--- config.mk ---
export PLATFORM = sky130hd
export DESIGN_NAME = rv_core
export DESIGN_NICKNAME = d
export VERILOG_FILES = /design/src/source/rv_pkg.sv /design/src/source/rv_alu.sv /design/src/source/rv_control.sv /design/src/source/rv_core.sv /design/src/source/rv_decode.sv /design/src/source/rv_regfile.sv
export SDC_FILE = /design/constraint.sdc
export NUM_CORES = 2
export LEC_CHECK = 0
export BUFFER_PORTS_ARGS = -buffer_cell sky130_fd_sc_hd__buf_2
export CAP_MARGIN = 20
export CORE_MARGIN = 1
export CORE_UTILIZATION = 59
export DETAILED_ROUTE_END_ITERATION = 12
export PLACE_DENSITY = 0.88
export SYNTH_ARGS = -nofsm -noshare
export SYNTH_HDL_FRONTEND = slang
export SYNTH_SLANG_ARGS = --single-unit
--- constraint.sdc ---
create_clock -name clk -period 3.9 [get_ports clk]
set_clock_uncertainty 0.1 [all_clocks]
set_input_delay 0.39 -clock clk [delete_from_list [all_inputs] [get_ports clk]]
set_output_delay 0.39 -clock clk [all_outputs]
set_load 0.02 [all_outputs]
--- src/source/rv_pkg.sv ---
`default_nettype none

package rv_pkg;

    localparam int xlen       = 32;
    localparam int count_w    = 40;
    localparam int reg_addr_w = 5;

    // major opcodes
    localparam logic [6:0] op_imm    = 7'b0010011;
    localparam logic [6:0] op_op     = 7'b0110011;
    localparam logic [6:0] op_lui    = 7'b0110111;
    localparam logic [6:0] op_auipc  = 7'b0010111;
    localparam logic [6:0] op_jal    = 7'b1101111;
    localparam logic [6:0] op_jalr   = 7'b1100111;
    localparam logic [6:0] op_branch = 7'b1100011;
    localparam logic [6:0] op_load   = 7'b0000011;
    localparam logic [6:0] op_store  = 7'b0100011;

    localparam logic [2:0] f3_add = 3'b000;
    localparam logic [2:0] f3_sll = 3'b001;
    localparam logic [2:0] f3_xor = 3'b100;
    localparam logic [2:0] f3_sra = 3'b101;
    localparam logic [2:0] f3_and = 3'b111;
    localparam logic [2:0] f3_beq = 3'b000;
    localparam logic [2:0] f3_bne = 3'b001;
    localparam logic [2:0] f3_blt = 3'b100;
    localparam logic [2:0] f3_bge = 3'b101;

    localparam logic [6:0] f7_base = 7'b0000000;
    localparam logic [6:0] f7_alt  = 7'b0100000; // sub

    // one instruction word, six format views
    typedef union packed {
        struct packed {
            logic [6:0]            funct7;
            logic [reg_addr_w-1:0] rs2;
            logic [reg_addr_w-1:0] rs1;
            logic [2:0]            funct3;
            logic [reg_addr_w-1:0] rd;
            logic [6:0]            opcode;
        } r;
        struct packed {
            logic [11:0]           imm;
            logic [reg_addr_w-1:0] rs1;
            logic [2:0]            funct3;
            logic [reg_addr_w-1:0] rd;
            logic [6:0]            opcode;
        } i;
        struct packed {
            logic [6:0]            imm_hi;
            logic [reg_addr_w-1:0] rs2;
            logic [reg_addr_w-1:0] rs1;
            logic [2:0]            funct3;
            logic [4:0]            imm_lo;
            logic [6:0]            opcode;
        } s;
        struct packed {
            logic [19:0]           imm;
            logic [reg_addr_w-1:0] rd;
            logic [6:0]            opcode;
        } u;
        struct packed {
            logic                  imm12;
            logic [5:0]            imm10_5;
            logic [reg_addr_w-1:0] rs2;
            logic [reg_addr_w-1:0] rs1;
            logic [2:0]            funct3;
            logic [3:0]            imm4_1;
            logic                  imm11;
            logic [6:0]            opcode;
        } b;
        struct packed {
            logic                  imm20;
            logic [9:0]            imm10_1;
            logic                  imm11;
            logic [7:0]            imm19_12;
            logic [reg_addr_w-1:0] rd;
            logic [6:0]            opcode;
        } j;
    } instr_t;

endpackage

`default_nettype wire

--- src/source/rv_alu.sv ---
`timescale 1ns/100ps
`default_nettype none

module rv_alu (
    input  wire [6:0]                  opcode,
    input  wire [2:0]                  funct3,
    input  wire [6:0]                  funct7,
    input  wire [rv_pkg::xlen-1:0]     pc,
    input  wire [rv_pkg::xlen-1:0]     rs1_val,
    input  wire [rv_pkg::xlen-1:0]     rs2_val,
    input  wire [rv_pkg::xlen-1:0]     imm_i,
    input  wire [rv_pkg::xlen-1:0]     imm_s,
    input  wire [rv_pkg::xlen-1:0]     imm_u,
    input  wire [rv_pkg::xlen-1:0]     imm_b,
    input  wire [rv_pkg::xlen-1:0]     imm_j,
    input  wire [rv_pkg::xlen-1:0]     shamt,
    output logic [rv_pkg::xlen-1:0]    rd_val,
    output logic [rv_pkg::xlen-1:0]    next_pc,
    output logic [rv_pkg::xlen-1:0]    mem_byte_addr,
    output logic                       writes_rd
);
    import rv_pkg::*;

    logic [xlen-1:0] pc_plus4;
    logic            taken;

    assign pc_plus4 = pc + xlen'(4);

    always_comb begin
        case (funct3)
            f3_beq:  taken = (rs1_val == rs2_val);
            f3_bne:  taken = (rs1_val != rs2_val);
            f3_blt:  taken = ($signed(rs1_val) < $signed(rs2_val));
            f3_bge:  taken = ($signed(rs1_val) >= $signed(rs2_val));
            default: taken = 1'b0;
        endcase
    end

    always_comb begin
        rd_val        = '0;
        next_pc       = pc_plus4;
        writes_rd     = 1'b1;
        mem_byte_addr = rs1_val + imm_i; // load address by default
        case (opcode)
            op_imm: begin
                case (funct3)
                    f3_add:  rd_val = rs1_val + imm_i;
                    f3_sll:  rd_val = rs1_val << shamt[4:0];
                    f3_xor:  rd_val = rs1_val ^ imm_i;
                    f3_sra:  rd_val = $signed(rs1_val) >>> shamt[4:0];
                    f3_and:  rd_val = rs1_val & imm_i;
                    default: rd_val = '0;
                endcase
            end
            op_op: begin
                if (funct3 == f3_add && funct7 == f7_alt) begin
                    rd_val = rs1_val - rs2_val;
                end else if (funct3 == f3_add && funct7 == f7_base) begin
                    rd_val = rs1_val + rs2_val;
                end else if (funct3 == f3_xor) begin
                    rd_val = rs1_val ^ rs2_val;
                end
            end
            op_lui:   rd_val = imm_u;
            op_auipc: rd_val = pc + imm_u;
            op_jal: begin
                rd_val  = pc_plus4; // link
                next_pc = pc + imm_j;
            end
            op_jalr: begin
                rd_val  = pc_plus4;
                next_pc = (rs1_val + imm_i) & ~xlen'(1);
            end
            op_branch: begin
                writes_rd = 1'b0;
                if (taken) begin
                    next_pc = pc + imm_b;
                end
            end
            op_load:  writes_rd = 1'b1; // data comes from ram
            op_store: begin
                writes_rd     = 1'b0;
                mem_byte_addr = rs1_val + imm_s;
            end
            default:  writes_rd = 1'b0;
        endcase
    end

endmodule

`default_nettype wire

--- src/source/rv_control.sv ---
`timescale 1ns/100ps
`default_nettype none

module rv_control #(
    parameter int imem_addr_w = 15,
    parameter int dmem_addr_w = 18
) (
    input  wire                            clk,
    input  wire                            rst,
    input  wire [6:0]                      opcode,
    input  wire [rv_pkg::xlen-1:0]         rs1_val,
    input  wire [rv_pkg::xlen-1:0]         rs2_val,
    input  wire [rv_pkg::xlen-1:0]         rd_val,
    input  wire [rv_pkg::xlen-1:0]         next_pc,
    input  wire [rv_pkg::xlen-1:0]         mem_byte_addr,
    input  wire                            writes_rd,
    input  wire [rv_pkg::xlen-1:0]         dmem_rdata,
    output logic [rv_pkg::xlen-1:0]        pc,
    output logic [rv_pkg::xlen-1:0]        op_a,
    output logic [rv_pkg::xlen-1:0]        op_b,
    output logic [imem_addr_w-1:0]         imem_addr,
    output logic [dmem_addr_w-1:0]         dmem_addr,
    output logic [rv_pkg::xlen-1:0]        dmem_wdata,
    output logic                           dmem_we,
    output logic                           reg_we,
    output logic [rv_pkg::xlen-1:0]        rd_data,
    output logic                           halted,
    output logic [rv_pkg::count_w-1:0]     retired
);
    import rv_pkg::*;

    localparam logic [1:0] st_fetch   = 2'd0;
    localparam logic [1:0] st_operand = 2'd1;
    localparam logic [1:0] st_exec    = 2'd2;
    localparam logic [1:0] st_write   = 2'd3;

    logic [1:0]             state;
    logic [1:0]             wait_cnt;
    logic                   wb_en;
    logic                   exec_done;
    logic [imem_addr_w-1:0] fetch_word;

    assign fetch_word = pc[imem_addr_w+1:2];
    assign reg_we     = (state == st_write) && wb_en;

    // ram answers one cycle late, so loads need an extra wait
    always_comb begin
        case (opcode)
            op_load:  exec_done = (wait_cnt == 2'd2);
            op_store: exec_done = (wait_cnt == 2'd1);
            default:  exec_done = 1'b1;
        endcase
    end

    always_ff @(posedge clk) begin
        if (!rst) begin
            state     <= st_fetch;
            wait_cnt  <= '0;
            wb_en     <= 1'b0;
            pc        <= '0;
            imem_addr <= imem_addr_w'(1); // first fetch never matches
            dmem_addr <= '0;
            dmem_we   <= 1'b0;
            halted    <= 1'b0;
            retired   <= '0;
        end else if (!halted) begin
            case (state)
                st_fetch: begin
                    if (wait_cnt == 2'd0) begin
                        if (fetch_word == imem_addr) begin
                            halted <= 1'b1; // jump to itself
                        end
                        imem_addr <= fetch_word;
                        wait_cnt  <= 2'd1;
                    end else begin
                        wait_cnt <= 2'd0;
                        retired  <= retired + 1'b1;
                        state    <= st_operand;
                    end
                end
                st_operand: begin
                    op_a  <= rs1_val;
                    op_b  <= rs2_val;
                    state <= st_exec;
                end
                st_exec: begin
                    if (exec_done) begin
                        pc       <= next_pc;
                        wb_en    <= writes_rd;
                        rd_data  <= (opcode == op_load) ? dmem_rdata : rd_val;
                        dmem_we  <= 1'b0;
                        wait_cnt <= 2'd0;
                        state    <= st_write;
                    end else begin
                        wait_cnt <= wait_cnt + 2'd1;
                        if (wait_cnt == 2'd0) begin
                            dmem_addr  <= mem_byte_addr[dmem_addr_w+1:2];
                            dmem_wdata <= op_b;
                            dmem_we    <= (opcode == op_store);
                        end
                    end
                end
                default: begin
                    wb_en <= 1'b0;
                    state <= st_fetch;
                end
            endcase
        end
    end

endmodule

`default_nettype wire

--- src/source/rv_core.sv ---
`timescale 1ns/100ps
`default_nettype none

module rv_core #(
    parameter int mem_words   = 262144,
    parameter int dmem_addr_w = 18,
    parameter int imem_addr_w = 15
) (
    input  wire                            clk,
    input  wire                            rst,
    output logic [imem_addr_w-1:0]         imem_addr,
    input  wire rv_pkg::instr_t            imem_data,
    output logic [dmem_addr_w-1:0]         dmem_addr,
    output logic [rv_pkg::xlen-1:0]        dmem_wdata,
    output logic                           dmem_we,
    input  wire [rv_pkg::xlen-1:0]         dmem_rdata,
    output logic                           halted,
    output logic [rv_pkg::count_w-1:0]     retired
);
    import rv_pkg::*;

    logic [6:0]            opcode;
    logic [2:0]            funct3;
    logic [6:0]            funct7;
    logic [reg_addr_w-1:0] rs1, rs2, rd;
    logic [xlen-1:0]       imm_i, imm_s, imm_u, imm_b, imm_j, shamt;
    logic [xlen-1:0]       rs1_val, rs2_val;
    logic [xlen-1:0]       op_a, op_b, pc;
    logic [xlen-1:0]       rd_val, next_pc, mem_byte_addr;
    logic                  writes_rd;
    logic                  reg_we;
    logic [xlen-1:0]       rd_data;

    rv_decode u_decode (
        .instr(imem_data), .opcode(opcode), .funct3(funct3), .funct7(funct7),
        .rs1(rs1), .rs2(rs2), .rd(rd),
        .imm_i(imm_i), .imm_s(imm_s), .imm_u(imm_u), .imm_b(imm_b), .imm_j(imm_j),
        .shamt(shamt)
    );

    rv_regfile #(.mem_words(mem_words)) u_regfile (
        .clk(clk), .rst(rst), .rs1(rs1), .rs2(rs2), .rd(rd),
        .we(reg_we), .wdata(rd_data), .rs1_val(rs1_val), .rs2_val(rs2_val)
    );

    rv_alu u_alu (
        .opcode(opcode), .funct3(funct3), .funct7(funct7), .pc(pc),
        .rs1_val(op_a), .rs2_val(op_b), // latched operands
        .imm_i(imm_i), .imm_s(imm_s), .imm_u(imm_u), .imm_b(imm_b), .imm_j(imm_j),
        .shamt(shamt), .rd_val(rd_val), .next_pc(next_pc),
        .mem_byte_addr(mem_byte_addr), .writes_rd(writes_rd)
    );

    rv_control #(
        .imem_addr_w(imem_addr_w),
        .dmem_addr_w(dmem_addr_w)
    ) u_control (
        .clk(clk), .rst(rst), .opcode(opcode),
        .rs1_val(rs1_val), .rs2_val(rs2_val), .rd_val(rd_val), .next_pc(next_pc),
        .mem_byte_addr(mem_byte_addr), .writes_rd(writes_rd), .dmem_rdata(dmem_rdata),
        .pc(pc), .op_a(op_a), .op_b(op_b),
        .imem_addr(imem_addr), .dmem_addr(dmem_addr), .dmem_wdata(dmem_wdata),
        .dmem_we(dmem_we), .reg_we(reg_we), .rd_data(rd_data),
        .halted(halted), .retired(retired)
    );

endmodule

`default_nettype wire

--- src/source/rv_decode.sv ---
`timescale 1ns/100ps
`default_nettype none

module rv_decode (
    input  wire rv_pkg::instr_t                 instr,
    output logic [6:0]                          opcode,
    output logic [2:0]                          funct3,
    output logic [6:0]                          funct7,
    output logic [rv_pkg::reg_addr_w-1:0]       rs1,
    output logic [rv_pkg::reg_addr_w-1:0]       rs2,
    output logic [rv_pkg::reg_addr_w-1:0]       rd,
    output logic [rv_pkg::xlen-1:0]             imm_i,
    output logic [rv_pkg::xlen-1:0]             imm_s,
    output logic [rv_pkg::xlen-1:0]             imm_u,
    output logic [rv_pkg::xlen-1:0]             imm_b,
    output logic [rv_pkg::xlen-1:0]             imm_j,
    output logic [rv_pkg::xlen-1:0]             shamt
);
    import rv_pkg::*;

    logic sign;

    assign sign = instr.r.funct7[6]; // top bit of every format

    assign opcode = instr.r.opcode;
    assign funct3 = instr.r.funct3;
    assign funct7 = instr.r.funct7;
    assign rs1    = instr.r.rs1;
    assign rs2    = instr.r.rs2;
    assign rd     = instr.r.rd;

    assign imm_i = {{(xlen-12){sign}}, instr.i.imm};
    assign imm_s = {{(xlen-12){sign}}, instr.s.imm_hi, instr.s.imm_lo};
    assign imm_u = {instr.u.imm, 12'b0};
    assign imm_b = {{(xlen-13){sign}}, instr.b.imm12, instr.b.imm11,
                    instr.b.imm10_5, instr.b.imm4_1, 1'b0};
    assign imm_j = {{(xlen-21){sign}}, instr.j.imm20, instr.j.imm19_12,
                    instr.j.imm11, instr.j.imm10_1, 1'b0};

    assign shamt = {{(xlen-5){1'b0}}, instr.r.rs2}; // shift amount sits in rs2 slot

endmodule

`default_nettype wire

--- src/source/rv_regfile.sv ---
`timescale 1ns/100ps
`default_nettype none

module rv_regfile #(
    parameter int mem_words = 262144
) (
    input  wire                            clk,
    input  wire                            rst,
    input  wire [rv_pkg::reg_addr_w-1:0]   rs1,
    input  wire [rv_pkg::reg_addr_w-1:0]   rs2,
    input  wire [rv_pkg::reg_addr_w-1:0]   rd,
    input  wire                            we,
    input  wire [rv_pkg::xlen-1:0]         wdata,
    output logic [rv_pkg::xlen-1:0]        rs1_val,
    output logic [rv_pkg::xlen-1:0]        rs2_val
);
    import rv_pkg::*;

    logic signed [xlen-1:0] regs [0:31];

    always_ff @(posedge clk) begin
        if (!rst) begin
            regs[0] <= '0;
            regs[2] <= xlen'(mem_words * 4); // sp at top of data ram
        end else if (we && rd != '0) begin
            regs[rd] <= wdata;
        end
    end

    assign rs1_val = regs[rs1];
    assign rs2_val = regs[rs2];

endmodule

`default_nettype wire

== Word-level counts from Yosys, hierarchy flattened ==
Memory sizes are Yosys's and may differ from the RTL's. A register that Yosys moved wholly into a read port is not among the register bits.
Index checks and enable logic that the tools add are counted.
Operators by class
  reductions and logical operators: 26
  magnitude comparators: 2
  eq/ne operators: 24
  $add $sub $neg: 10
  bitwise operators: 7
  shift-type cells: 2
  mux-type cells: 33
Operators by type and width (count)
  one-hot mux 32 bit (5 select lines): 2
  2-to-1 mux 32 bit: 6
  adder 32 bit: 5
  one-hot mux 32 bit (3 select lines): 1
  bitwise XOR 32 bit: 2
  adder 40 x 1 -> 40 bit (second input constant): 1
  adder 32 x 3 -> 32 bit (second input constant): 1
  bitwise AND 32 bit: 1
  equality test 32 bit: 1
  >= comparator 32 bit: 1
  < comparator 32 bit: 1
  inequality test 32 bit: 1
  OR reduction 32 bit: 1
  << shifter 32 x 5 -> 32 bit: 1
  >>> shifter 32 x 5 -> 32 bit: 1
  subtractor 32 bit: 1
  equality test 7 x 6 -> 1 bit (second input constant): 4
  equality test 7 bit (second input constant): 3
  AND reduction 3 bit: 7
  adder 20 bit: 1
  2-to-1 mux 20 bit: 1
  equality test 15 bit: 1
  equality test 7 x 5 -> 1 bit (second input constant): 2
  2-to-1 mux 1 bit: 14
  other kinds (26): 44
Storage, ports and cells
  bits of input ports: 66
  flip-flop bits (word level): 176
  memories kept: 1
  output and inout port bits: 107
  bits in writable memories: 1024
Memory list
  u_regfile.regs: words 32, width 32, rd ports 2, clocked after memory_dff 2, write ports 2, RTL line rv_regfile.sv:19  | logic signed [xlen-1:0] regs [0:31];

== Longest topological paths before layout ==
  depth in word-level cells: 8
  depth in mapped cells: 16
  gate-level depth less buffers: 14

== Modules after synthesis ==
From an unflattened synthesis, not the netlist that was laid out.
Unflattened totals
  cells, all modules: 7255
  area total of the unflattened synthesis: 78426.5 um^2
Modules (own cells, without submodules)
  rv_regfile: times used 1, cells each 3535, area an instance 49054.5 um^2, seq. area each 30429.2 um^2
  rv_alu: times used 1, cells each 2736, area an instance 18489.0 um^2, seq. area each 0.0 um^2
  rv_control: times used 1, cells each 759, area an instance 9197.6 um^2, seq. area each 6085.8 um^2
  rv_decode: times used 1, cells each 225, area an instance 1685.4 um^2, seq. area each 0.0 um^2

== Worst setup path before layout ==
Ideal clock, no wire load.
  path kind: register to register
  start: register u_control.op_a[0] in the netlist's numbering, read port of u_regfile.regs
  end: register u_control.pc[29] in the netlist's numbering
  arrival time: 3245 ps
  setup slack: 432 ps
  stages on the path, launching flop included: 16
  setup time: 122 ps
  required time: 3678 ps
  path through: edfxtp_1 > inv_1 > ha_1 > inv_1 > fa_1 > a21o_1 > a2111o_1 > a32oi_1 > a211o_1 > a21oi_2 > mux2i_1 > a211o_2 > a21o_4 > buf_6 > a211oi_2 > a21oi_1
Between the ends
  word-level cells in the longest chain between the ends: 4
  elaborated cells on any way between the ends: 8
  those cells by class: add/sub (1); order compare (2); eq/ne (2); mux (3)
RTL lines
  from (decl): RTL line rv_control.sv:19  | output logic [rv_pkg::xlen-1:0] op_a,
  >= comparator 32 bit (tied with other cells): RTL line rv_alu.sv:34  | f3_bge: taken = ($signed(rs1_val) >= $signed(rs2_val));
  one-hot mux 1 bit (4 select lines): RTL line rv_alu.sv:30  | case (funct3)
  2-to-1 mux 32 bit: RTL line rv_alu.sv:76  | if (taken) begin
  one-hot mux 32 bit (3 select lines) (*): RTL line rv_alu.sv:44  | case (opcode)
  to (signal assigned): RTL line rv_control.sv:88  | pc <= next_pc;
  to (decl): RTL line rv_control.sv:18  | output logic [rv_pkg::xlen-1:0] pc,
Mark *: on every way between the ends. The rest lies on a longest branch, timed or not.
A chain may end at the register's enable or synchronous reset.

== Final worst setup path ==
  start: register u_control.op_a[1] in the netlist's numbering, read port of u_regfile.regs
  end: register u_control.rd_data[15] in the netlist's numbering, data pin
Between the ends
  word-level cells in the longest chain between the ends: 5
  elaborated cells on any way between the ends: 10
  those cells by class: add/sub (3); shift (2); mux (5)
RTL lines
  adder 32 bit: RTL line rv_alu.sv:59  | rd_val = rs1_val + rs2_val;
  2-to-1 mux 32 bit: RTL line rv_alu.sv:58  | end else if (funct3 == f3_add && funct7 == f7_base) begin
  2-to-1 mux 32 bit: RTL line rv_alu.sv:56  | if (funct3 == f3_add && funct7 == f7_alt) begin
  one-hot mux 32 bit (5 select lines) (*): RTL line rv_alu.sv:44
  2-to-1 mux 32 bit (*): RTL line rv_control.sv:90  | rd_data <= (opcode == op_load) ? dmem_rdata : rd_val;
  to (signal assigned): RTL line rv_control.sv:90
  to (decl): RTL line rv_control.sv:26  | output logic [rv_pkg::xlen-1:0] rd_data,
Marked as above.

==> run metrics <==
result of the run=finished with violations; top post-synthesis cells by area=sky130_fd_sc_hd__edfxtp_1 47%, sky130_fd_sc_hd__mux4_2 21%, sky130_fd_sc_hd__dfxtp_1 4.0%; ratio of final minimum period to clock period=100%; vias after detailed routing=56,100; maximum number of pins on one net before global-route repair=144; leftover overflow at the end of global routing=0; CTS tree=yes; adder-cell area share of the yosys netlist=3.00%; final-stage net count=5,693; area post-placement=0.0766 mm2; top routing layer in use=met5; final total negative setup slack=-0.00928 ns; PwrDens=446 mW/mm2; dpl ws=-0.0819 ns; area of all placed cells without fillers=0.0816 mm2; top library cells by usage in the layout, fill and taps aside=1,120 x sky130_fd_sc_hd__edfxtp_1, 666 x sky130_fd_sc_hd__mux4_2, 412 x sky130_fd_sc_hd__buf_4, 305 x sky130_fd_sc_hd__nor2_1, 305 x sky130_fd_sc_hd__nand2_1; standby leakage power=25.2 nW; die outline width=349 um; number of synthesis warnings=0; worst reg2reg startpoint=u_control.op_a[1]; Inst Count DP=6,900; syn nets=5,291; final hold violation count=0; routed len/inst=39.1 um; Sinks on Clock Net=1,263; die boundary height=349 um; Filler cells=7,559; synthesized-area fraction occupied by and/or/nand/nor cells=7.05%; count of TritonRoute iterations in the first routing pass=7; GP Congestion=1.09; Worst Hold Launch=dmem_rdata[22]; data required time of the critical path=4.31 ns; sequential-to-total area share from yosys stat=51.4%; core footprint=0.119 mm2; type of element capturing the critical path=register; flops & latches, synth=1,263; number of buffers created by CTS=134; Post-Syn Area=0.0711 mm2; All-Layer GR Usage=46.2%; final setup violating endpoints=1; area fraction of the dominant cell type after synthesis=47.3%; main combinational cell family by area after synthesis=multiplexers; Worst-path clk slew=0.07 ns; maximum vdd ir drop=0.506 mV; Slew Viols, Final=0; DRC=0; detailed placement HPWL=180,000 um; amount of wire on met3 after detailed routing=42,100 um; setup ws final=-0.00928 ns; num rows=126; Cells after Synth=5,058; H-tree depth reported by CTS=4; clock tree buffer depth=3; fraction of the mapped netlist area in compound gates=9.96%; worst r2r path cells=13; wire length of the first global-routing pass=397,000 um; syn avg cell area=14.0 um2; xor and xnor area share after synthesis=2.33%; Yosys top cell by area=sky130_fd_sc_hd__edfxtp_1; vias in the first global route=54,900; M1 WL=88,900 um; RSZ-0062 raised after global routing=true; Critical Path AT=4.31 ns; Buffers on Ports=172; number of enable-type register cells in the synthesized netlist=1,120; path type of the worst setup path=reg -> reg; fraction of layout cells with a size suffix above 1=31.0%; Post-Layout Cell Count=7,182; number of distinct library cells after synthesis=104; endpoint of the most critical setup path=u_control.rd_data[15]; detailed-route wire length=281,000 um; CP startpoint kind=register; R2R setup slack=-0.009 ns; fraction of synthesized area in multiplexers=23.6%; die footprint=0.122 mm2; clock root cell=sky130_fd_sc_hd__clkbuf_16; Max Cap Viol=0; Final ANT Viol Nets=0; post-detailed-route via-to-cell ratio=7.81; antenna violations before repair=19; transition at the pin with the smallest max-transition slack=1.16 ns; maximum clock rate=256 MHz; top_reg_cell synth=sky130_fd_sc_hd__edfxtp_1; max-slew headroom at the worst pin=22.2%; Area Growth Syn to Fin=14.8%; routed length on met2=124,000 um; class of the tightest hold or removal check=in -> reg; Crit Reg-Reg Endpoint=u_control.rd_data[15]; async set-reset flop share out of synthesis=0%; detailed router's first-iteration violation count=10,400; clock insertion delay at the later pin of the skew report=0.83 ns; final period demand of the worst path=3.91 ns; Reg area=0.0365 mm2; combined area of the multi-input logic cells=0.0332 mm2; maximum net fanout on the critical path=7; initial core utilization=59.9%; num ports=173; Worst setup startpoint=u_control.op_a[1]; commonest non-fill, non-tap cell in the layout=sky130_fd_sc_hd__edfxtp_1; violated checks=setup timing
[logic make-up (layout without fill, tap and decap cells)]
| group | Yosys count | count (layout) |
|---|---|---|
| flops | 1263 | 1263 |
| compound gates | 1077 | 1078 |
| simple gates | 1056 | 1056 |
| mux | 834 | 834 |
| buf+inv | 472 | 986 |
| xor+xnor | 189 | 189 |
| fa+ha+maj | 167 | 167 |
| other cells | 0 | 9 |
[report_power, final]
group	leakage [nW]	total [mW]	internal [mW]	switching, mW
sequential	9.42	15.2	14.8	0.342
combinational	13.6	8.06	3.06	5.00
clock	2.16	13.2	7.23	5.95
total	25.2	36.4	25.1	11.3
[state kept, by name (all words and copies together), names as in the netlist]
signal / flops
u_regfile.regs: 1024
u_control.retired: 40
u_control.dmem_wdata: 32
u_control.op_a: 32
u_control.op_b: 32
u_control.rd_data: 32
u_control.pc: 31
u_control.dmem_addr: 18
u_control.imem_addr: 15
u_control.state: 2
u_control.wait_cnt: 2
u_control.dmem_we: 1
u_control.halted: 1
u_control.wb_en: 1
[cells in the mapped netlist (85+ instances only)]
master,instances
sky130_fd_sc_hd__a21oi_1,306
sky130_fd_sc_hd__clkbuf_1,246
sky130_fd_sc_hd__dfxtp_1,143
sky130_fd_sc_hd__edfxtp_1,1120
sky130_fd_sc_hd__ha_1,161
sky130_fd_sc_hd__inv_1,94
sky130_fd_sc_hd__mux2_2,85
sky130_fd_sc_hd__mux4_2,666
sky130_fd_sc_hd__nand2_1,305
sky130_fd_sc_hd__nor2_1,339
sky130_fd_sc_hd__o21ai_0,241
sky130_fd_sc_hd__xnor2_1,108
[stage by stage]
| stage | util [%] | hold slack [ns] | total power [mW] |
|---|---|---|---|
| final | 68.7 | 0.0993 | 36.4 |
| after global routing | 68.7 | 0.0885 | 37.2 |
| after CTS | 68.3 | 0.0607 | 35.9 |
| after detailed placement | 64.5 | 0.343 | 23.0 |
| after global placement | 64.5 | 0.335 | 22.9 |
| after floorplan | - | 0.326 | 20.1 |
[layout make-up]
type | instances | area share, %
Timing Repair Buffer | 639 | 6.25
Antenna cell | 9 | 0.0276
Clock inverter | 80 | 1.04
Sequential cell | 1263 | 44.7
Multi-Input combinational cell | 3324 | 40.7
Tap cell | 1600 | 2.45
Clock buffer | 169 | 4.38
Inverter | 98 | 0.460
[metal layers]
metal  up-vias  track usage (%)
met3      1616             15.8
met2      5881             68.3
li1      21300                -
met4        18             34.1
met1     27300             56.6
met5         -            0.200
[worst min-delay path by stage]
stage | end | slack [ns] | depth (start not counted)
final | u_control.rd_data[22] | 0.1 | 4
after global routing | u_control.rd_data[22] | 0.09 | 4
after CTS | u_control.rd_data[22] | 0.06 | 4
after detailed placement | u_control.dmem_addr[17] | 0.34 | 2
after global placement | u_control.dmem_addr[11] | 0.33 | 2
after floorplan | u_control.dmem_wdata[31] | 0.33 | 0
[repair_timing]
action,in CTS,in global routing
endpoints found under the setup margin,31,45
pin swaps,4,16
resized for setup,13,50
hold buffers,4,0
endpoints found under the hold margin,4,0
cloned,0,1
buffers inserted,2,11
[critical path, cell delays in order (launching register included)]
cell	delay [ns]
sky130_fd_sc_hd__edfxtp_1	0.50
sky130_fd_sc_hd__buf_4	0.22
sky130_fd_sc_hd__ha_1	0.35
sky130_fd_sc_hd__nor2b_1	0.15
sky130_fd_sc_hd__o21ai_0	0.32
sky130_fd_sc_hd__a2111o_1	0.24
sky130_fd_sc_hd__nand3_1	0.20
sky130_fd_sc_hd__buf_4	0.23
sky130_fd_sc_hd__o21ai_1	0.31
sky130_fd_sc_hd__o21bai_1	0.17
sky130_fd_sc_hd__a21oi_1	0.20
sky130_fd_sc_hd__o21ai_0	0.14
sky130_fd_sc_hd__a21oi_2	0.31
sky130_fd_sc_hd__o21ai_0	0.15
Power figures use the tool's default switching activity.
